<file path="src/logic/icache_pkg.sv">
package icache_pkg;

    // --------------------
    // cache geometry
    // --------------------

    localparam int NUM_LINES      = 64;
    localparam int INDEX_BITS     = 6;
    localparam int OFFSET_BITS    = 6;
    localparam int TAG_BITS       = 20;
    localparam int LINE_BITS      = 512;
    localparam int WORDS_PER_LINE = 16;

    // --------------------
    // configuration register map
    // --------------------

    localparam logic [1:0] CSR_CTRL   = 2'd0;
    localparam logic [1:0] CSR_HITS   = 2'd1;
    localparam logic [1:0] CSR_MISSES = 2'd2;

    // --------------------
    // port bundles
    // --------------------

    // the upper four offset bits pick the word inside the line
    typedef struct packed {
        logic [TAG_BITS-1:0]    tag;
        logic [INDEX_BITS-1:0]  index;
        logic [OFFSET_BITS-1:0] offset;
    } icache_addr_t;

    typedef struct packed {
        logic         valid;
        icache_addr_t addr;
    } fetch_req_t;

    typedef struct packed {
        logic        valid;
        logic [31:0] data;
    } fetch_rsp_t;

    // line address is the tag followed by the index
    typedef struct packed {
        logic                           valid;
        logic [TAG_BITS+INDEX_BITS-1:0] line_addr;
    } l2_req_t;

    typedef struct packed {
        logic                 valid;
        logic [LINE_BITS-1:0] line;
    } l2_rsp_t;

    typedef struct packed {
        logic        wr;
        logic        rd;
        logic [1:0]  addr;
        logic [31:0] wdata;
    } csr_req_t;

    typedef struct packed {
        logic        valid;
        logic [31:0] rdata;
    } csr_rsp_t;

endpackage
</file>
<file path="src/logic/icache_cfg_regs.sv">
module icache_cfg_regs (
    input  logic                    clk,
    input  logic                    nrst,
    input  icache_pkg::csr_req_t    csr_req,
    input  logic                    hit_event,
    input  logic                    miss_event,
    output icache_pkg::csr_rsp_t    csr_rsp,
    output logic                    invalidate_all
);
    import icache_pkg::*;

    logic [31:0] hits_q;
    logic [31:0] misses_q;
    logic        rsp_valid_q;
    logic [31:0] rdata_q;
    logic [31:0] rdata_d;

    // --------------------
    // control register
    // --------------------

    // the command acts at the edge that ends the write, nothing is stored
    assign invalidate_all = csr_req.wr && (csr_req.addr == CSR_CTRL) && csr_req.wdata[0];

    // --------------------
    // event counters
    // --------------------

    // a clearing write wins over an event in the same cycle
    always_ff @(posedge clk or negedge nrst)
    begin
        if (!nrst)
        begin
            hits_q   <= '0;
            misses_q <= '0;
        end
        else
        begin
            if (csr_req.wr && (csr_req.addr == CSR_HITS))
                hits_q <= '0;
            else if (hit_event)
                hits_q <= hits_q + 32'd1;

            if (csr_req.wr && (csr_req.addr == CSR_MISSES))
                misses_q <= '0;
            else if (miss_event)
                misses_q <= misses_q + 32'd1;
        end
    end

    // --------------------
    // read back
    // --------------------

    always_comb
    begin
        case (csr_req.addr)
            CSR_HITS:   rdata_d = hits_q;
            CSR_MISSES: rdata_d = misses_q;
            default:    rdata_d = '0;
        endcase
    end

    always_ff @(posedge clk or negedge nrst)
    begin
        if (!nrst)
            rsp_valid_q <= 1'b0;
        else
            rsp_valid_q <= csr_req.rd;
    end

    always_ff @(posedge clk)
    begin
        rdata_q <= rdata_d;
    end

    assign csr_rsp = '{valid: rsp_valid_q, rdata: rdata_q};

endmodule

</file>
<file path="config.mk">
export PLATFORM = sky130hd
export DESIGN_NAME = icache_cfg_regs
export DESIGN_NICKNAME = d
export VERILOG_FILES = /design/src/logic/icache_pkg.sv /design/src/logic/icache_cfg_regs.sv
export SDC_FILE = /design/constraint.sdc
export NUM_CORES = 1
export LEC_CHECK = 0
export BUFFER_PORTS_ARGS = -buffer_cell sky130_fd_sc_hd__buf_2
export CORE_ASPECT_RATIO = 1.5
export CORE_MARGIN = 4
export CORE_UTILIZATION = 40
export CTS_BUF_LIST = sky130_fd_sc_hd__clkbuf_8
export CTS_CLUSTER_DIAMETER = 100
export DETAILED_ROUTE_END_ITERATION = 8
export PLACE_DENSITY_LB_ADDON = 0.3
export SLEW_MARGIN = 10
export SYNTH_ARGS = -nofsm -noshare
export SYNTH_HDL_FRONTEND = slang
export SYNTH_SLANG_ARGS = --single-unit
</file>
<file path="constraint.sdc">
create_clock -name clk -period 1.81 [get_ports clk]
set_input_delay 0.543 -clock clk [delete_from_list [all_inputs] [get_ports clk]]
set_output_delay 0.543 -clock clk [all_outputs]
set_load 0.1 [all_outputs]
</file>
; Word-level counts from Yosys, hierarchy flattened
; Index checks and enable logic that the tools add are counted.
[totals]
input_bits = 40
reg_bits = 97
[op_classes]
mux = 5
n_eq_ne = 2
add_sub_neg = 2
n_reduce_logical = 7
[ops]
columns = cell, n
row1 = $mux 32, 4
row2 = $add 32x1->32 const B, 2
row3 = $pmux 32 s2, 1
row4 = $logic_and 1x1->1, 4
row5 = $reduce_bool 2->1, 2
row6 = $eq 2x1->1 const B, 1
row7 = $eq 2x2->1 const B, 1
row8 = $logic_not 2->1, 1

; Longest topological paths before layout
; Gate-level depths: netlist (run 1).
[depth]
depth_word = 3
ltp_mapped = 8
mapped_depth_nobuf = 7

; Worst setup path after synthesis (run 1)
; OpenSTA, ideal clock, no wires.
[synth_path]
kind = in2reg
start = input port csr_req[32] (netlist bit)
end = register misses_q[31]
setup_time_ns = 0.077
t_required_ns = 1.733
t_arrival_ns = 2.100
stages = 8
setup_slack_ns = -0.367
path_cell_list = inv_1 -> ha_1 -> clkbuf_1 -> a21oi_1 -> nand4b_1 -> or3_1 -> or4_1 -> a21oi_1
[synth_via]
elab_chain_len = 3
[synth_rtl]
columns = item, line
row1 = "start, declared", icache_cfg_regs.sv:4  ; input icache_pkg::csr_req_t csr_req,
row2 = $eq 2x2->1 (*), icache_cfg_regs.sv:44  ; if (csr_req.wr && (csr_req.addr == CSR_MISSES))
row3 = $logic_and 1x1->1 (*), icache_cfg_regs.sv:44
row4 = $mux 32 / $reduce_bool 2->1 (equally long branches), -
row5 = "end signal, assigned", icache_cfg_regs.sv:47  ; misses_q <= misses_q + 32'd1;
row6 = "end, declared", icache_cfg_regs.sv:13  ; logic [31:0] misses_q;
; Every way passes the cells marked *; elsewhere a longest branch is shown, timed or not.
; A chain may end at the register's enable or synchronous reset.

; Final worst setup path (run 1)
[layout_path]
start = register misses_q[5]
end = register misses_q[31]
[layout_via]
elab_chain_len = 3
[layout_rtl]
columns = item, line
row1 = $add 32x1->32, icache_cfg_regs.sv:47
row2 = $mux 32, icache_cfg_regs.sv:46  ; else if (miss_event)
row3 = $mux 32, icache_cfg_regs.sv:44
; No other way between the ends. The select of a mux whose other input is x is not followed.

==> qor.txt, run 1 <==
CP peak stage delay: 0.45 ns
Gr usage total: 18.65%
Root buffer cell: clkbuf_8
Ports: 74
Slew Viols, Final: 0
Yosys warning count: 0
PortBufs: 42
Seq/Total Area, Yosys: 51.22%
CP Max Fanout: 4
Area grow syn2layout: 29.20%
Hold WS: 0.1725 ns
Clock Pin Slew Worst Setup and Hold Paths: 0.09 ns
Drt wl/cell: 16.10 um
Post-synth EDFFs: 0
RSZ-0062 raised after global routing: true
Vias/cell: 5.236
Tmin final: 1.842 ns
Worst flop-to-flop path endpoint: misses_q[31]
Vias: 3,639
Reg power frac: 51.2%
Total power draw: 4.586 mW
Fin util: 53.42%
Max Clock Skew: 0.008208 ns
Syn avg cell area: 9.881 um^2
Int Pwr: 3.338 mW
Main synth FF type: dfrtp_1
FP Rows: 46
CP startpoint kind: flop
Initial DRC count: 208
Cell family with most CP delay: simple AND/OR/NAND/NOR gates
Clock buffer depth: 2
Post-Route WL: 11,190 um
Sw power: 1.249 mW
Antenna-violating nets left: 0
Max VDD drop: 0.4013 mV
Chip width: 93.90 um
FF-to-FF path depth: 5
DRC viols: 0
Async set-reset flop share out of synthesis: 67.01%
Die Y-Extent: 136.8 um
Post-route cell area: 5719 um^2
Critical-path top delay cell: dfrtp_1
Failing checks: negative setup slack
Post-synth design cell area: 4427 um^2
RePlAce Congestion: 0.8935
Synth area leaders: dfrtp_1 37%, dfxtp_1 14%, xor2_1 7.3%
Slew at the pin closest to its max-slew limit: 0.4941 ns
Final Cycle Share: 101.8%
Ant diodes: 0
CTS tree: built
Crit-path cells: and4_1 -> nand4_1 -> or3_4 -> or4_1 -> a21oi_2
CP Launch Point: misses_q[5]
Initial antenna violation count: 0
Yosys reg bits: 97
Maxcap violations: 0
Post-Place Cells: 676
R2r startpoint: misses_q[5]
Netlist cell types: 34
DP Area: 5296 um^2
Final Non-Filler Cells: 695
Net Sw Frac: 27.23%
Final hold vios: 0
Initial Util: 41.35%
CP Buf/Inv Count: 0
Hold Buf Count CTS: 0
Worst Path Class, Setup: reg2reg
H-tree depth: 3
CP Capture Type: flop
WP depth: 5
Comb pwr share: 15.6%
Layout cell share with drive strength beyond 1: 28.31%
Post-place setup slack: -0.3061 ns
Synth top area share: 36.74%
Worst min path class: in2async
Cell taking the most area after synthesis: dfrtp_1
Synthesized instance count: 448
DP HPWL: 7884 um
Drt first pass iters: 5
Status: finished with violations
Worst setup margin: -0.03223 ns
Cts bufs inserted: 9
Pwr dens: 801.9 nW/um^2
First-pass GRT wire length: 18,580 um
Syn_nets: 493
Lkg Pwr: 2.636 nW
Die area: 12,850 um^2
Final net count: 591
Setup violators final: 4
Grt ovf: 0
Clk sinks: 97
Vias in the first global route: 3,722
Worst slew margin: 67.29%
Reg2Reg Setup Slack: -0.03 ns
Worst-Skew Late Latency: 0.37 ns
Clock power share: 33.2%
Core area: 10,710 um^2
Setup_tns: -0.06267 ns
Largest net degree at the start of global routing: 66
Critical path required time: 2.11 ns
Worst setup endpoint: misses_q[31]
Worst EP arrival: 2.15 ns
Max Freq: 542.8 MHz
[cell usage after synthesis, types with 17 or more instances]
library cell / number
nand4_1: 17
xnor2_1: 20
nor2_1: 64
dfxtp_1: 32
nand2_1: 21
clkbuf_1: 19
nand3_1: 26
dfrtp_1: 65
xor2_1: 37
nor2b_1: 32
a22oi_1: 32
[how the worst min path moves through the flow]
stage / start / to / slack [ns] / cells past startpoint
3_5_place_dp: hits_q[26] / hits_q[26] / 0.56 / 2
5_1_grt: nrst / misses_q[24] / 0.20 / 2
3_3_place_gp: misses_q[20] / misses_q[20] / 0.54 / 2
2_1_floorplan: nrst / hits_q[0] / 0.25 / 0
6_report: nrst / misses_q[25] / 0.17 / 2
4_1_cts: nrst / misses_q[25] / 0.19 / 2
[cell families after synthesis]
family	share of synthesized area (%)
muxes	0.4523
AOI/OAI and AO/OA	6.840
and+or+nand+nor	25.41
buffers and inverters	3.392
DFF	51.22
adders and majority gates	1.413
xor gates and xnor gates	11.28
[sequential cells by signal, indices dropped and copies added, names as in the netlist]
| register | count |
|---|---|
| misses_q | 32 |
| hits_q | 32 |
| rsp_valid_q | 1 |
| rdata_q | 32 |
[layout make-up]
type	count	area, um^2
Tap cell	144	180.2
Fill cell	996	4986
Clock inverter	6	76.32
Timing Repair Buffer	112	823.3
Multi-Input combinational cell	319	2208
Clock buffer	10	137.6
Sequential cell	97	2267
Inverter	7	26.28
[timing repair]
action / in CTS / in global routing
setup endpoints to repair: 9 / 14
buffers inserted: 1 / 2
gates resized for setup: 25 / 7
pin swaps: 12 / 9
[power by group through the flow]
| stage | combinational, mW | clock (mW) | sequential (mW) |
|---|---|---|---|
| after floorplan | 0.316 | 0 | 2.48 |
| after global placement | 0.683 | 0 | 2.38 |
| after detailed placement | 0.699 | 0 | 2.39 |
| after CTS | 0.712 | 1.55 | 2.35 |
| after global routing | 0.783 | 1.66 | 2.37 |
| final | 0.718 | 1.52 | 2.35 |
[cells in the final DEF, fill, tap and decap left out, types with 5 or more instances in the layout]
cell	n
clkbuf_8	10
xor2_1	37
dfxtp_1	32
a21oi_1	5
dfrtp_1	65
nand4_1	17
nor2_1	64
nand2_1	21
xnor2_1	20
nor4_4	9
nor3_1	9
buf_4	64
nor2b_1	32
and3_1	6
nand3_1	24
buf_2	40
inv_1	8
a22oi_1	32
buf_12	6
[metal layers]
layer,part of all wire [%],track usage (%),vias up
met3,4.4,3.080,12
met4,1.6,6.586,0
met2,54,32.95,71
met5,0,0,-
li1,-,-,1738
met1,40,22.73,1818
(Power assumes the default switching activity.)
==> run 2: changes to the inputs <==
- SKIP_CTS_REPAIR_TIMING: default -> 1
==> qor.txt, run 2 (synthesis results as in run 1) <==
Status: finished with violations
Failing checks: negative setup slack
PortBufs: 42
Max Freq: 534.7 MHz
Grt ovf: 0
Lkg Pwr: 2.609 nW
CP startpoint kind: flop
Initial DRC count: 226
Worst setup margin: -0.06020 ns
Slew Viols, Final: 0
Most frequent cells in the layout: 64 x nor2_1, 64 x dfrtp_1, 62 x buf_4
Vias in the first global route: 3,618
Area grow syn2layout: 28.43%
Die area: 12,850 um^2
Ports: 74
Final hold vios: 0
Antenna-violating nets left: 0
Top flop regs: hits_q (32), misses_q (32), rdata_q (32)
Initial Util: 41.35%
Drt wl/cell: 16.12 um
Clock Pin Slew Worst Setup and Hold Paths: 0.09 ns
DP Area: 5296 um^2
Cell family with most CP delay: simple AND/OR/NAND/NOR gates
Vias/cell: 5.280
Pwr dens: 806.3 nW/um^2
Tmin final: 1.870 ns
CP Max Fanout: 8
Ant diodes: 0
Final Cycle Share: 103.3%
Max Clock Skew: 0.007639 ns
Critical path required time: 2.07 ns
Layout cell share with drive strength beyond 1: 27.69%
FF-to-FF path depth: 6
Critical-path top delay cell: or4_4
Die Y-Extent: 136.8 um
DRC viols: 0
Worst min path class: in2async
WP depth: 6
Core area: 10,710 um^2
Max VDD drop: 0.4036 mV
Worst Path Class, Setup: reg2reg
Fin util: 53.11%
Post-Route WL: 11,170 um
Root buffer cell: clkbuf_8
Slew at the pin closest to its max-slew limit: 0.4935 ns
Largest net degree at the start of global routing: 66
Drt first pass iters: 5
Gr usage total: 17.97%
RSZ-0062 raised after global routing: true
DP HPWL: 7884 um
Worst-Skew Late Latency: 0.37 ns
RePlAce Congestion: 0.8935
Maxcap violations: 0
CP Capture Type: flop
Clock buffer depth: 2
CP Buf/Inv Count: 1
FP Rows: 46
Cts bufs inserted: 9
Setup violators final: 6
Vias: 3,659
H-tree depth: 3
First-pass GRT wire length: 17,930 um
Post-route cell area: 5685 um^2
Worst EP arrival: 2.13 ns
Worst slew margin: 67.33%
CTS tree: built
Initial antenna violation count: 0
Clk sinks: 97
Crit-path cells: nand4_1 -> or4_4 -> buf_12 -> nor4_4 -> xnor2_1 -> nor2_1
Chip width: 93.90 um
Final net count: 589
CP peak stage delay: 0.56 ns
-- run 2: cell count changes in the layout (fill, tap and decap cells not counted), sizes merged --
cell	previous run	this run
buf	112	110
-- run 2: per-layer routing --
metal	global-route usage, %	vias to the layer above	part of all wire [%]
met3	3.080	13	3.9
met1	22.10	1835	40
met5	0	-	0
met2	31.25	75	54
li1	-	1736	-
met4	6.747	0	1.6
-- run 2: final timing paths --
kind / startpoint / to / slack, ns
worst max-delay path: misses_q[8] / misses_q[28] / -0.06
worst min-delay path: nrst / misses_q[25] / 0.17
worst max register to register: misses_q[8] / misses_q[28] / -0.06
worst min register to register: hits_q[31] / hits_q[31] / 0.57
max in group asynchronous: nrst / misses_q[16] / 1.34
min in group clk: csr_req[34] / rsp_valid_q / 0.27
-- run 2: through the flow --
stage	hold WS, ns	worst slack (ns)	std cells	TNS [ns]	total power [mW]
floorplan	0.2474	-0.2061	448	-0.3482	2.800
global placement	0.5388	-0.2699	676	-0.5034	3.068
detailed placement	0.5565	-0.3061	676	-1.064	3.090
CTS	0.1856	-0.1448	692	-0.8312	4.601
global route	0.2000	-0.1333	693	-0.8204	4.808
finish	0.1687	-0.06020	693	-0.2027	4.584
-- run 2: report_power, final --
group / total, mW / switching [mW] / internal (mW)
Clock: 1.52 / 0.723 / 0.800
Combinational: 0.713 / 0.432 / 0.281
Sequential: 2.35 / 0.0912 / 2.26
-- run 2: layout make-up --
type	instances	area, um^2
inverter	7	28.78
fill	1002	5020
sequential	97	2268
clock inverter	6	76.32
multi-input combinational	319	2186
clock buffer	10	137.6
timing repair buffer	110	808.3
tap	144	180.2
