[config.mk]
export PLATFORM = sky130hd
export DESIGN_NAME = icache_ctrl
export DESIGN_NICKNAME = d
export VERILOG_FILES = /design/src/logic/icache_pkg.sv /design/src/logic/icache_ctrl.sv
export SDC_FILE = /design/constraint.sdc
export NUM_CORES = 1
export LEC_CHECK = 0
export BUFFER_PORTS_ARGS = -buffer_cell sky130_fd_sc_hd__buf_2
export CAP_MARGIN = 0
export CORE_ASPECT_RATIO = 1.1
export CORE_MARGIN = 3
export CORE_UTILIZATION = 44
export CTS_CLUSTER_DIAMETER = 80
export CTS_CLUSTER_SIZE = 30
export DETAILED_ROUTE_END_ITERATION = 8
export PLACE_DENSITY = 0.94
export SLEW_MARGIN = 30
export SYNTH_ARGS = -nofsm -noshare
export SYNTH_HDL_FRONTEND = slang
export SYNTH_SLANG_ARGS = --single-unit
[constraint.sdc]
create_clock -name clk -period 4.1 [get_ports clk]
set_input_delay 0.615 -clock clk [delete_from_list [all_inputs] [get_ports clk]]
set_output_delay 0.615 -clock clk [all_outputs]
set_load 0.02 [all_outputs]
[src/logic/icache_pkg.sv]
package icache_pkg;

    // --------------------
    // cache geometry
    // --------------------

    localparam int NUM_LINES      = 64;
    localparam int INDEX_BITS     = 6;
    localparam int OFFSET_BITS    = 6;
    localparam int TAG_BITS       = 20;
    localparam int LINE_BITS      = 512;
    localparam int WORDS_PER_LINE = 16;

    // --------------------
    // configuration register map
    // --------------------

    localparam logic [1:0] CSR_CTRL   = 2'd0;
    localparam logic [1:0] CSR_HITS   = 2'd1;
    localparam logic [1:0] CSR_MISSES = 2'd2;

    // --------------------
    // port bundles
    // --------------------

    // the upper four offset bits pick the word inside the line
    typedef struct packed {
        logic [TAG_BITS-1:0]    tag;
        logic [INDEX_BITS-1:0]  index;
        logic [OFFSET_BITS-1:0] offset;
    } icache_addr_t;

    typedef struct packed {
        logic         valid;
        icache_addr_t addr;
    } fetch_req_t;

    typedef struct packed {
        logic        valid;
        logic [31:0] data;
    } fetch_rsp_t;

    // line address is the tag followed by the index
    typedef struct packed {
        logic                           valid;
        logic [TAG_BITS+INDEX_BITS-1:0] line_addr;
    } l2_req_t;

    typedef struct packed {
        logic                 valid;
        logic [LINE_BITS-1:0] line;
    } l2_rsp_t;

    typedef struct packed {
        logic        wr;
        logic        rd;
        logic [1:0]  addr;
        logic [31:0] wdata;
    } csr_req_t;

    typedef struct packed {
        logic        valid;
        logic [31:0] rdata;
    } csr_rsp_t;

endpackage
[src/logic/icache_ctrl.sv]
module icache_ctrl (
    input  logic                                clk,
    input  logic                                nrst,
    input  icache_pkg::fetch_req_t              fetch_req,
    input  logic                                lookup_hit,
    input  logic                                l2_rsp_valid,
    output logic [icache_pkg::INDEX_BITS-1:0]   lookup_index,
    output logic [icache_pkg::TAG_BITS-1:0]     lookup_tag,
    output logic [icache_pkg::INDEX_BITS-1:0]   rd_index,
    output logic [3:0]                          rd_word,
    output logic                                refill,
    output logic [icache_pkg::INDEX_BITS-1:0]   refill_index,
    output logic [icache_pkg::TAG_BITS-1:0]     refill_tag,
    output logic                                fetch_rsp_valid,
    output logic                                fetch_busy,
    output icache_pkg::l2_req_t                 l2_req,
    output logic                                hit_event,
    output logic                                miss_event
);
    import icache_pkg::*;

    typedef enum logic [1:0] {
        ST_IDLE,
        ST_WAIT,
        ST_REREAD
    } state_t;

    state_t       state_q;
    state_t       state_d;
    icache_addr_t miss_addr_q;
    logic         l2_valid_q;
    logic         accept;

    // --------------------
    // lookup and events
    // --------------------

    // requests are only taken in idle, anything strobed while busy is dropped
    assign lookup_index = fetch_req.addr.index;
    assign lookup_tag   = fetch_req.addr.tag;
    assign accept       = (state_q == ST_IDLE) && fetch_req.valid;
    assign hit_event    = accept && lookup_hit;
    assign miss_event   = accept && !lookup_hit;

    // --------------------
    // array control
    // --------------------

    assign refill       = (state_q == ST_WAIT) && l2_rsp_valid;
    assign refill_index = miss_addr_q.index;
    assign refill_tag   = miss_addr_q.tag;

    always_comb
    begin
        if (state_q == ST_REREAD)
        begin
            rd_index = miss_addr_q.index;
            rd_word  = miss_addr_q.offset[OFFSET_BITS-1:2];
        end
        else
        begin
            rd_index = fetch_req.addr.index;
            rd_word  = fetch_req.addr.offset[OFFSET_BITS-1:2];
        end
    end

    assign l2_req = '{valid: l2_valid_q, line_addr: {miss_addr_q.tag, miss_addr_q.index}};

    // --------------------
    // sequencer
    // --------------------

    always_comb
    begin
        state_d = state_q;
        case (state_q)
            ST_IDLE:   if (miss_event) state_d = ST_WAIT;
            ST_WAIT:   if (l2_rsp_valid) state_d = ST_REREAD;
            default:   state_d = ST_IDLE;
        endcase
    end

    always_ff @(posedge clk or negedge nrst)
    begin
        if (!nrst)
        begin
            state_q         <= ST_IDLE;
            fetch_busy      <= 1'b0;
            l2_valid_q      <= 1'b0;
            fetch_rsp_valid <= 1'b0;
        end
        else
        begin
            state_q         <= state_d;
            fetch_busy      <= (state_d != ST_IDLE);
            l2_valid_q      <= miss_event;
            fetch_rsp_valid <= hit_event || (state_q == ST_REREAD);
        end
    end

    always_ff @(posedge clk)
    begin
        if (miss_event)
        begin
            miss_addr_q <= fetch_req.addr;
        end
    end

endmodule

Word-level counts from Yosys, hierarchy flattened
Index checks and enable logic that the tools add are counted.
W data, S select, Z words.

word-level totals
  word-level logic and storage cells = 22
  register bits = 37

cells by class
  multiplexer cells = 5
  reduce and logical (&&, ||, !) cells = 8
  eq/ne operators = 2

operator list
  kind                  count
  $mux W6               1
  $logic_and A1 B1 Y1   4
  $mux W2               2
  $mux W4               1
  $pmux W2 S2           1
  $eq A2 B1 Y1 const B  1
  $eq A2 B2 Y1 const B  1
  $logic_not A2 Y1      1
  $reduce_bool A2 Y1    1
  $logic_not A1 Y1      1
  $logic_or A1 B1 Y1    1

Longest topological paths before layout
Gate-level depths: netlist (run 1).

  depth in word-level cells = 6
  mapped depth = 4

Worst setup path before layout (run 1)
No wires, ideal clock.

  kind = input port to output port
  start point = input port lookup_hit
  end point = output port miss_event
  buffers on the path = 0
  data arrival time = 2.767 ns
  cell stages on the path = 1
  required time = 3.485 ns
  slack = 0.718 ns
  path through = nor4b_2

on the way
  word-level cells in the longest chain between the ends = 2

ends and longest elaborated chain
  what                 RTL line           RTL
  from (decl)          icache_ctrl.sv:5   input logic lookup_hit,
  $logic_not A1 Y1     icache_ctrl.sv:43  assign miss_event = accept && !lookup_hit;
  $logic_and A1 B1 Y1  icache_ctrl.sv:43
  to (decl)            icache_ctrl.sv:18  output logic miss_event

Every way passes these cells.

Worst setup path after layout (run 1)
  start point = register state_q[1]
  end point = output port rd_word[2]

on the way
  word-level cells in the longest chain between the ends = 2

ends and longest elaborated chain
  what                    RTL line           RTL
  from (decl)             icache_ctrl.sv:28  state_t state_q;
  from (signal assigned)  icache_ctrl.sv:94  state_q <= state_d;
  $eq A2 B2 Y1            icache_ctrl.sv:55  if (state_q == ST_REREAD)
  $mux W4                 icache_ctrl.sv:55
  to (decl)               icache_ctrl.sv:10  output logic [3:0] rd_word,

Every way passes these cells.

==> results of run 1 <==
## worst register-to-register path: stages (launching register included)
cell	delay, ns
dfrtp_1	0.49
nor4b_4	0.32
buf_4	0.42
## cells in the final DEF (no fill, tap or decap)
| cell | n |
|---|---|
| dfrtp_1 | 5 |
| nor3_1 | 1 |
| nor4b_4 | 1 |
| buf_2 | 128 |
| inv_2 | 1 |
| nor2_1 | 2 |
| nand2b_1 | 1 |
| mux2_4 | 10 |
| a21o_1 | 1 |
| clkbuf_8 | 5 |
| nor3b_1 | 2 |
| edfxtp_1 | 30 |
| a21oi_1 | 2 |
| nand2_1 | 1 |
| buf_4 | 1 |
| nor2b_4 | 1 |
| clkinv_1 | 2 |
| clkbuf_1 | 1 |
## kinds of logic (layout without fill, tap and decap cells)
logic type | Yosys count | in the layout | share of synthesized area (%)
AND/OR/NAND/NOR | 9 | 9 | 3.53
AO/OA/AOI/OAI | 3 | 3 | 0.934
flip-flops | 35 | 35 | 54.7
multiplexers | 10 | 10 | 8.01
buffers and inverters | 82 | 138 | 32.8
## area by class of cell
cell class	instances	area (sq um)	area share, %
clock inverters	2	7.51	0.363
flip-flops and latches	35	1030	49.7
well taps	52	65.1	3.15
inverters	1	3.75	0.182
repair buffers	129	648	31.4
clock buffers	6	72.6	3.51
multi-input cells	22	243	11.8
## routing by layer
layer	vias to the layer above	track usage, %	wire [microns]
met2	63	23.8	1860
met5	-	0	0
li1	496	-	-
met3	6	4.38	296
met1	489	12.7	1050
met4	0	4.64	42
## sequential cells by signal, summed over array words and instances, names as in the netlist
signal and cells:
refill_tag 20, refill_index 6, miss_addr_q 4, state_q 2, fetch_busy 1, fetch_rsp_valid 1
l2_valid_q 1
## worst min path at each step
| stage | startpoint | to | depth (start not counted) |
|---|---|---|---|
| final | nrst | state_q[1] | 1 |
| after global routing | nrst | state_q[1] | 1 |
| after CTS | nrst | state_q[1] | 1 |
| after detailed placement | nrst | state_q[1] | 1 |
| after global placement | nrst | fetch_busy | 1 |
| after floorplan | nrst | fetch_busy | 0 |
## report_power, final
part	internal, mW	total [mW]	switching [mW]	leakage (nW)
Clock	0.116	0.228	0.112	0.0403
Sequential	0.413	0.427	0.0138	0.342
Combinational	0.0683	0.185	0.117	0.624
Total	0.597	0.840	0.243	1.01
## per-stage QoR
stage / area, sq um / cells / setup slack [ns]
4_1_cts: 2070 / 247 / 1.70
6_report: 2070 / 247 / 1.72
2_1_floorplan: 1880 / 139 / 0.718
3_5_place_dp: 1990 / 239 / 2.01
5_1_grt: 2070 / 247 / 1.62
3_3_place_gp: 1990 / 239 / 2.04
==> metrics.md, run 1 <==
| Metric | Value |
|---|---|
| Status | completed |
| Initial Util | 46.6% |
| Mapped Cells | 139 |
| Cell Rows | 24 |
| Vias in the first global route | 1046 |
| First-pass GRT wire length | 4800 microns |
| Max_cap viols | 0 |
| Startpoint types | flop |
| Fin Clk Skew | 0.00358 ns |
| Slew headroom | 72.4% |
| R2r setup slk | 2.53 ns |
| GR Util All Layers | 12.7% |
| Crit end category | output pin |
| Post-synth EDFFs | 30 |
| Core area | 4020 sq um |
| RePlAce Congestion | 0.654 |
| Sequential share of the synthesized area | 54.7% |
| Asr flop ratio synth | 14.3% |
| CTS H-tree depth | 2 |
| FF+latch count, synth | 35 |
| Largest delay share family, worst path | flip-flops |
| FF-to-FF End | refill_tag[14] |
| Highest clock rate | 419 MHz |
| Critical path depth | 3 |
| Critical-path top delay cell | dfrtp_1 |
| Syn Nets | 176 |
| Area contributors post-synth | edfxtp_1, buf_4, mux2_4 |
| Least-Margin Pin Slew | 0.413 ns |
| ANT cells | 0 |
| Final ANT Viol Nets | 0 |
| Data required, critical path | 3.48 ns |
| Final Hold Vio Count | 0 |
| Final #Nets | 231 |
| Die area | 5080 sq um |
| DRT Wirelength | 3250 microns |
| Final setup fails | 0 |
| Power Total | 840 uW |
| Yosys cell types | 15 |
| Worst setup startpoint | state_q[1] |
| Post-synth top cells | buf_4, edfxtp_1, mux2_4 |
| Worst path cell trace | nor2b_4, mux2_4, buf_2 |
| Initial antenna violation count | 0 |
| Critical Path Sink | rd_word[2] |
| Max FO, Critical Path | 10 |
| Most numerous cell in the Yosys netlist | buf_4 |
| Post_cts resized | 0 |
| DP HPWL | 2670 microns |
| Final Util | 51.3% |
| Yosys warnings | 0 |
| Layout area overhead | 10.1% |
| Root Buffer | clkbuf_8 |
| Share of post-route cells with drive strength above 1 | 75.4% |
| P per Cell Area | 407 nW/um^2 |
| TritonCTS Buffers | 5 |
| Worst r2r src | state_q[1] |
| Vias per cell | 4.27 |
| Cell Area, Synth | 1880 sq um |
| Top Ports | 131 |
| Clock Sinks | 35 |
| GRT Residual Overflow | 0 |
| Unrepaired setup endpoints after global routing | no |
| Hold slack | 0.140 ns |
| Peak VDD IR | 0.258 mV |
| Lkg Pwr | 1.01 nW |
| Critical path arrival | 1.77 ns |
| Fill cells | 365 |
| Yosys top cell area share | 48.0% |
| DIE HEIGHT | 74.5 microns |
| Hold WC Path Type | in -> async |
| CTS tree | yes |
| Hold_buf cts | 0 |
| Min Clock Period, post-route | 2.38 ns |
| CP Class | reg -> out |
| Via count | 1054 |
| Clock latency on the worst-skew pair | 0.28 ns |
| Clock-pin slew on the worst setup and hold paths | 0.06 ns |
| 1st-iter DRT viols | 58 |
| Leading area contributor after synthesis | edfxtp_1 |
| CTS max path bufs | 2 |
| Synth Flop Type | edfxtp_1 |
| Largest net degree at the start of global routing | 33 |
| Average routed wire per standard cell | 13.2 microns |
| Drt pass-1 iters | 4 |
| Max-slew violation count | 0 |
| Setup Fix Bufs, Post-CTS | 0 |
| Syn_area_per_cell | 13.5 sq um |
| R2R depth | 2 |
| Fin crit share | 58.2% |
| Drt drc | 0 |
| Total negative setup slack | 0 ns |
| Die width | 68.3 microns |
| Max incr delay on CP | 0.53 ns |
| Port bufs | 128 |
| Bufs and invs on worst path | 1 |
Note: power is estimated with default switching activity, not from simulation.
==> run 2, diff against run 1 <==
--- a/config.mk
+++ b/config.mk
@@ -9,11 +9,11 @@
 export CAP_MARGIN = 0
 export CORE_ASPECT_RATIO = 1.1
 export CORE_MARGIN = 3
-export CORE_UTILIZATION = 44
+export CORE_UTILIZATION = 37
 export CTS_CLUSTER_DIAMETER = 80
 export CTS_CLUSTER_SIZE = 30
 export DETAILED_ROUTE_END_ITERATION = 8
-export PLACE_DENSITY = 0.94
+export PLACE_DENSITY = 0.85
 export SLEW_MARGIN = 30
 export SYNTH_ARGS = -nofsm -noshare
 export SYNTH_HDL_FRONTEND = slang
==> constraint.sdc (replaced) <==
create_clock -name clk -period 1.9 [get_ports clk]
set_input_delay 0.285 -clock clk [delete_from_list [all_inputs] [get_ports clk]]
set_output_delay 0.285 -clock clk [all_outputs]
set_load 0.02 [all_outputs]
==> run 2 against run 1 <==
  * Sequential power is 110% higher
  * Final area increased by 3.6%
  * Clock skew shrank 0.0019 ns
  * Critical path depth is 1 higher
  * Critical path type unchanged
==> metrics.md, run 2 (synthesis results as in run 1) <==
| Metric | Value |
|---|---|
| Least-Margin Pin Slew | 0.300 ns (-0.113 ns) |
| Largest register FFs | 20 (unchanged) |
| Clock-pin slew on the worst setup and hold paths | 0.06 ns (about the same) |
| WHS Path Cells | 1 |
| Data required, critical path | 1.62 ns (-1.86 ns) |
| Clock Sinks | 35 (unchanged) |
| First-pass GRT wire length | 4900 microns (+2.0%) |
| Status | completed |
| Initial Util | 39.2% (-7.4 points) |
| Fin crit share | 94.8% |
| Commonest non-fill, non-tap cell in the layout | buf_2 |
| Core area | 4780 sq um (+19%) |
| Layout area overhead | 14.1% |
| Hold WC Path Type | in -> reg |
| Initial antenna violation count | 0 (unchanged) |
| Highest clock rate | 555 MHz |
| Critical path arrival | 1.52 ns (-0.25 ns) |
| R2R depth | 4 (+2) |
| Vias per cell | 4.20 (-1.7%) |
| GR Util All Layers | 11.2% (-1.5 points) |
| Met1 GRT Util | 10.7% (-2.0 points) |
| FF-to-FF End | refill_tag[15] |
| Largest net degree at the start of global routing | 18 (-45%) |
| Unrepaired setup endpoints after global routing | no |
| Port bufs | 128 (unchanged) |
| Clock share of power | 26.6% (-0.5 points) |
| Psw | 528 uW (+120%) |
| Min Clock Period, post-route | 1.80 ns |
| GRT Residual Overflow | 0 (unchanged) |
| Internal cell power | 1.31 mW (+120%) |
| TritonCTS Buffers | 5 (unchanged) |
| GR Util met2 | 20.8% (-2.9 points) |
| Drt drc | 0 (unchanged) |
| RePlAce Congestion | 0.649 (-0.75%) |
| Max_cap viols | 0 (unchanged) |
| CP Class | reg -> out |
| Top Ports | 131 (unchanged) |
| Max-slew violation count | 0 (unchanged) |
| Final ANT Viol Nets | 0 (unchanged) |
| Worst r2r src | state_q[1] |
| DRT Wirelength | 3480 microns (+7.1%) |
| Lkg Pwr | 1.04 nW (+3.0%) |
| Fin Clk Skew | 0.00171 ns (-0.00188 ns) |
| Slew headroom | 79.9% (+7.5 points) |
| ANT cells | 0 (unchanged) |
| Hold_sp | fetch_req[29] |
| Peak VDD IR | 0.371 mV (+44%) |
| Net Sw Frac | 28.7% (-0.20 points) |
| CTS H-tree depth | 2 (unchanged) |
| Max FO, Critical Path | 10 (unchanged) |
| Drt pass-1 iters | 4 (unchanged) |
| Average routed wire per standard cell | 13.6 microns (+3.3%) |
| Root Buffer | clkbuf_8 |
| Clock latency on the worst-skew pair | 0.27 ns (about the same) |
| Share of post-route cells with drive strength above 1 | 76.0% (+0.62 points) |
| Final #Nets | 236 (+2.2%) |
| Hold slack | 0.196 ns (+0.0565 ns) |
| Vias in the first global route | 1007 (-3.7%) |
| Die width | 73.9 microns (+8.3%) |
| Startpoint types | flop |
| Combinational share of power | 23.4% (+1.3 points) |
| Most frequent cells in the layout | buf_2, edfxtp_1, mux2_4, clkbuf_8 |
| Cell Rows | 26 (+8.3%) |
| R2r setup slk | 0.31 ns (-2.22 ns) |
| DP HPWL | 2830 microns (+5.9%) |
| Final setup fails | 0 (unchanged) |
| CTS tree | yes |
| Final Hold Vio Count | 0 (unchanged) |
| DIE HEIGHT | 80.7 microns (+8.3%) |
| Fill cells | 451 (+24%) |
| Most Crowded Layer GR | met2 |
| Via count | 1074 (+1.9%) |
| Met3 usage | 3.75% (-0.63 points) |
| Sequential share of power | 49.9% (-0.9 points) |
| Final Util | 44.7% (-6.6 points) |
| P per Cell Area | 858 nW/um^2 (+110%) |
| Die area | 5960 sq um (+17%) |
| CTS max path bufs | 2 (unchanged) |
| 1st-iter DRT viols | 43 (-26%) |
| Hold Path End | refill_tag[17] |
| Crit end category | output pin |
==> run 2: changes by cell type in the layout (fill, tap and decap cells not counted), sizes merged <==
| cell | change |
|---|---|
| buf | +4 |
| dlygate4sd3 | +1 |
==> run 2: worst max path at each step <==
stage	depth (start not counted)	startpoint	slack [ns]	to
4_1_cts	4	state_q[1]	0.03	miss_event
3_5_place_dp	3	state_q[0]	0.21	rd_index[2]
6_report	4	state_q[0]	0.1	rd_index[2]
2_1_floorplan	2	state_q[1]	-0.33	miss_addr_q[2]
3_3_place_gp	3	state_q[0]	0.23	rd_word[0]
5_1_grt	4	state_q[1]	0.0008	miss_event
==> run 2: area by class of cell <==
class | instances | area (sq um) | area share, %
sequential | 35 | 1030 | 48.0
timing repair buffer | 134 | 716 | 33.5
multi-input combinational | 22 | 243 | 11.3
clock buffer | 6 | 72.6 | 3.39
tap | 56 | 70.1 | 3.27
clock inverter | 2 | 7.51 | 0.351
inverter | 1 | 3.75 | 0.175
==> run 2: critical path, cell delays in order, from the launching register on <==
cell and delay, ns:
dfrtp_2 0.47, nor2b_4 0.15, buf_12 0.16, mux2_4 0.30, buf_2 0.16
==> run 2: what timing repair did <==
| action | in CTS | in global routing |
|---|---|---|
| pin swaps | 0 | 1 |
| endpoints found under the hold margin | 5 | 0 |
| resized for setup | 0 | 2 |
| setup buffers | 1 | 1 |
| hold buffers | 1 | 0 |
| cloned | 0 | 0 |
| setup endpoints to repair | 10 | 11 |
==> run 2: routing by layer <==
metal  vias up  share of wire [%]
met5         -                  0
met2        68                 56
met3         4                9.0
met4         0                1.7
met1       496                 33
li1        506                  -
==> run 2: power by group through the flow <==
stage / sequential, mW / clock [mW] / combinational, mW
after global placement: 0.930 / 0 / 0.415
after detailed placement: 0.933 / 0 / 0.423
after global routing: 0.923 / 0.568 / 0.459
after CTS: 0.917 / 0.519 / 0.433
after floorplan: 0.940 / 0 / 0.353
final: 0.917 / 0.489 / 0.430
==> run 2: through the flow <==
step	area, sq um	setup slack (ns)	total power, mW	TNS [ns]	std cells
detailed placement	2020	0.211	1.36	0	245
finish	2140	0.0989	1.84	0	256
floorplan	1890	-0.329	1.29	-10.35	139
global route	2140	0.000804	1.95	0	256
global placement	2020	0.235	1.35	0	245
CTS	2130	0.0325	1.87	0	255
==> run 3, diff against run 2 <==
--- a/config.mk
+++ b/config.mk
@@ -14,6 +14,7 @@
 export CTS_CLUSTER_SIZE = 30
 export DETAILED_ROUTE_END_ITERATION = 8
 export PLACE_DENSITY = 0.85
+export REMOVE_ABC_BUFFERS = 1
 export SLEW_MARGIN = 30
 export SYNTH_ARGS = -nofsm -noshare
 export SYNTH_HDL_FRONTEND = slang
==> run 3 against run 2 <==
  * Routed wire length shrank 4.9%
  * Clock power increased by 5.9%
  * Non-clock buffer count down 1
  * Maximum frequency is 0.28% lower
  * Sequential share of layout area grew 0.31 points
  * Clock skew is 0.0030 ns higher
  * Hold slack got worse by 0.014 ns
  * Count of clock-buffer cells in the layout shrank 1
  * Die area unchanged
  * First-iteration DRC count fell by 33%
  * Utilization fell by 0.29 points
  * Global-route usage fell by 0.61 points
  * Critical endpoint unchanged
==> metrics.md, run 3 (synthesis results as in run 1) <==
| Metric | Value |
|---|---|
| Final ANT Viol Nets | 0 (unchanged) |
| Unrepaired setup endpoints after global routing | no |
| Startpoint types | flop |
| RePlAce Congestion | 0.692 (+6.6%) |
| Max_cap viols | 0 (unchanged) |
| Peak VDD IR | 0.406 mV (+9.4%) |
| Initial antenna violation count | 0 (unchanged) |
| Vias in the first global route | 966 (-4.1%) |
| DP HPWL | 2750 microns (-2.9%) |
| First-pass GRT wire length | 4660 microns (-4.8%) |
| Die width | 73.9 microns (unchanged) |
| Layout area overhead | 13.3% |
| CP Class | reg -> out |
| Slew headroom | 83.4% (+3.5 points) |
| TritonCTS Buffers | 5 (unchanged) |
| Top Ports | 131 (unchanged) |
| Setup Fix Bufs, Post-CTS | 0 (-1) |
| Seq. cell area | 1030 sq um (unchanged) |
| Drt pass-1 iters | 3 (-1) |
| Status | completed |
| ANT cells | 0 (unchanged) |
| Vias per cell | 4.22 (+0.58%) |
| Met3 WL | 365 microns (+16%) |
| Drt drc | 0 (unchanged) |
| Root Buffer | clkbuf_8 |
| Via count | 1076 (+0.19%) |
| Met1 WL | 1070 microns (-6.7%) |
| Hold WC Path Type | in -> reg |
| Routed wl met2 | 1840 microns (-6.0%) |
| Die area | 5960 sq um (unchanged) |
| Most frequent cells in the layout | buf_2, edfxtp_1, mux2_4, clkbuf_8, dfrtp_1 |
| R2r setup slk | 0.45 ns (+0.14 ns) |
| Clock latency on the worst-skew pair | 0.28 ns (about the same) |
| Initial Util | 39.2% (unchanged) |
| Lkg Pwr | 1.03 nW (-0.85%) |
| Critical path arrival | 1.52 ns (about the same) |
| Inst Count DP | 246 (+0.41%) |
| Min Clock Period, post-route | 1.81 ns (+0.00511 ns) |
| R2R depth | 3 (-1) |
| Core area | 4780 sq um (unchanged) |
| Power Total | 1.86 mW (+1.1%) |
| Fill cells | 430 (-4.7%) |
| Commonest non-fill, non-tap cell in the layout | buf_2 |
| Fin crit share | 95.1% (+0.27 points) |
| Final setup fails | 0 (unchanged) |
| Worst r2r src | state_q[1] |
| Max FO, Critical Path | 10 (unchanged) |
| P per Cell Area | 873 nW/um^2 (+1.7%) |
| Cell Rows | 26 (unchanged) |
| Average routed wire per standard cell | 13.0 microns (-4.6%) |
| Port bufs | 128 (unchanged) |
| CTS tree | yes |
| Hold_sp | fetch_req[20] |
| Hold Path End | refill_tag[8] |
| Max layer used | met4 |
| DIE HEIGHT | 80.7 microns (unchanged) |
| GR Util All Layers | 10.6% (-0.61 points) |
| Final Hold Vio Count | 0 (unchanged) |
| Least-Margin Pin Slew | 0.248 ns (-0.0521 ns) |
| Share of post-route cells with drive strength above 1 | 77.4% (+1.4 points) |
| WHS Path Cells | 1 (unchanged) |
| 1st-iter DRT viols | 29 (-33%) |
| CTS H-tree depth | 2 (unchanged) |
| Final #Nets | 235 (-0.42%) |
| Crit end category | output pin |
| DRT Wirelength | 3310 microns (-4.9%) |
| Highest clock rate | 554 MHz (-0.28%) |
| Largest register FFs | 20 (unchanged) |
| FF-to-FF End | refill_tag[3] |
| Fin Clk Skew | 0.00471 ns (+0.00300 ns) |
| CTS max path bufs | 2 (unchanged) |
| Post-route insts no fill | 255 (-0.39%) |
| Area of the multi-input gates | 243 sq um (unchanged) |
| Largest net degree at the start of global routing | 18 (unchanged) |
| GRT Residual Overflow | 0 (unchanged) |
| Clock Sinks | 35 (unchanged) |
| Clock-pin slew on the worst setup and hold paths | 0.07 ns (about the same) |
| Data required, critical path | 1.62 ns (about the same) |
| Max-slew violation count | 0 (unchanged) |
-- run 3: metrics by stage --
| step | setup TNS (ns) | setup slack, ns | cell area, sq um | utilization, % | hold WS, ns |
|---|---|---|---|---|---|
| after global placement | 0 | 0.389 | 2030 | 42.4 | 0.0996 |
| after CTS | 0 | 0.0398 | 2120 | 44.4 | 0.168 |
| after detailed placement | 0 | 0.358 | 2030 | 42.4 | 0.104 |
| after floorplan | -37.46 | -1.15 | 1260 | - | -0.0106 |
| final | 0 | 0.0938 | 2130 | 44.5 | 0.182 |
| after global routing | 0 | 0.0245 | 2130 | 44.5 | 0.154 |
-- run 3: timing repair --
action,4_1_cts,5_1_grt
hold endpoints to repair,5,0
hold buffers,1,0
resized for setup,0,1
setup endpoints to repair,0,10
-- run 3: area by class of cell --
type,count,share of cell area (%)
clock buffers,5,3.24
clock inverters,3,0.942
inverters,1,0.177
flip-flops and latches,35,48.3
repair buffers,133,32.6
well taps,56,3.30
multi-input cells,22,11.4
-- run 3: worst max-delay path, cell delays in order, from the launching register on --
cell	delay [ns]
dfrtp_2	0.48
nor2b_4	0.15
buf_12	0.15
mux2_4	0.30
buf_2	0.16
-- run 3: report_power, final --
part           internal (mW)  switching, mW
sequential             0.892         0.0266
clock                  0.255          0.264
combinational          0.159          0.259
-- run 3: worst max-delay path by stage --
stage / cells past startpoint / startpoint / endpoint
6_report: 4 / state_q[0] / rd_index[2]
3_5_place_dp: 4 / state_q[0] / rd_word[2]
2_1_floorplan: 1 / state_q[1] / miss_addr_q[2]
5_1_grt: 4 / state_q[0] / rd_word[2]
3_3_place_gp: 4 / state_q[0] / rd_index[0]
4_1_cts: 4 / state_q[0] / rd_index[2]
-- run 3: metal layers --
metal  GRT usage [%]  vias up
met5               0        -
met4            3.26        0
met3            5.13        4
met2            19.1       70
met1            10.6      501
li1                -      501
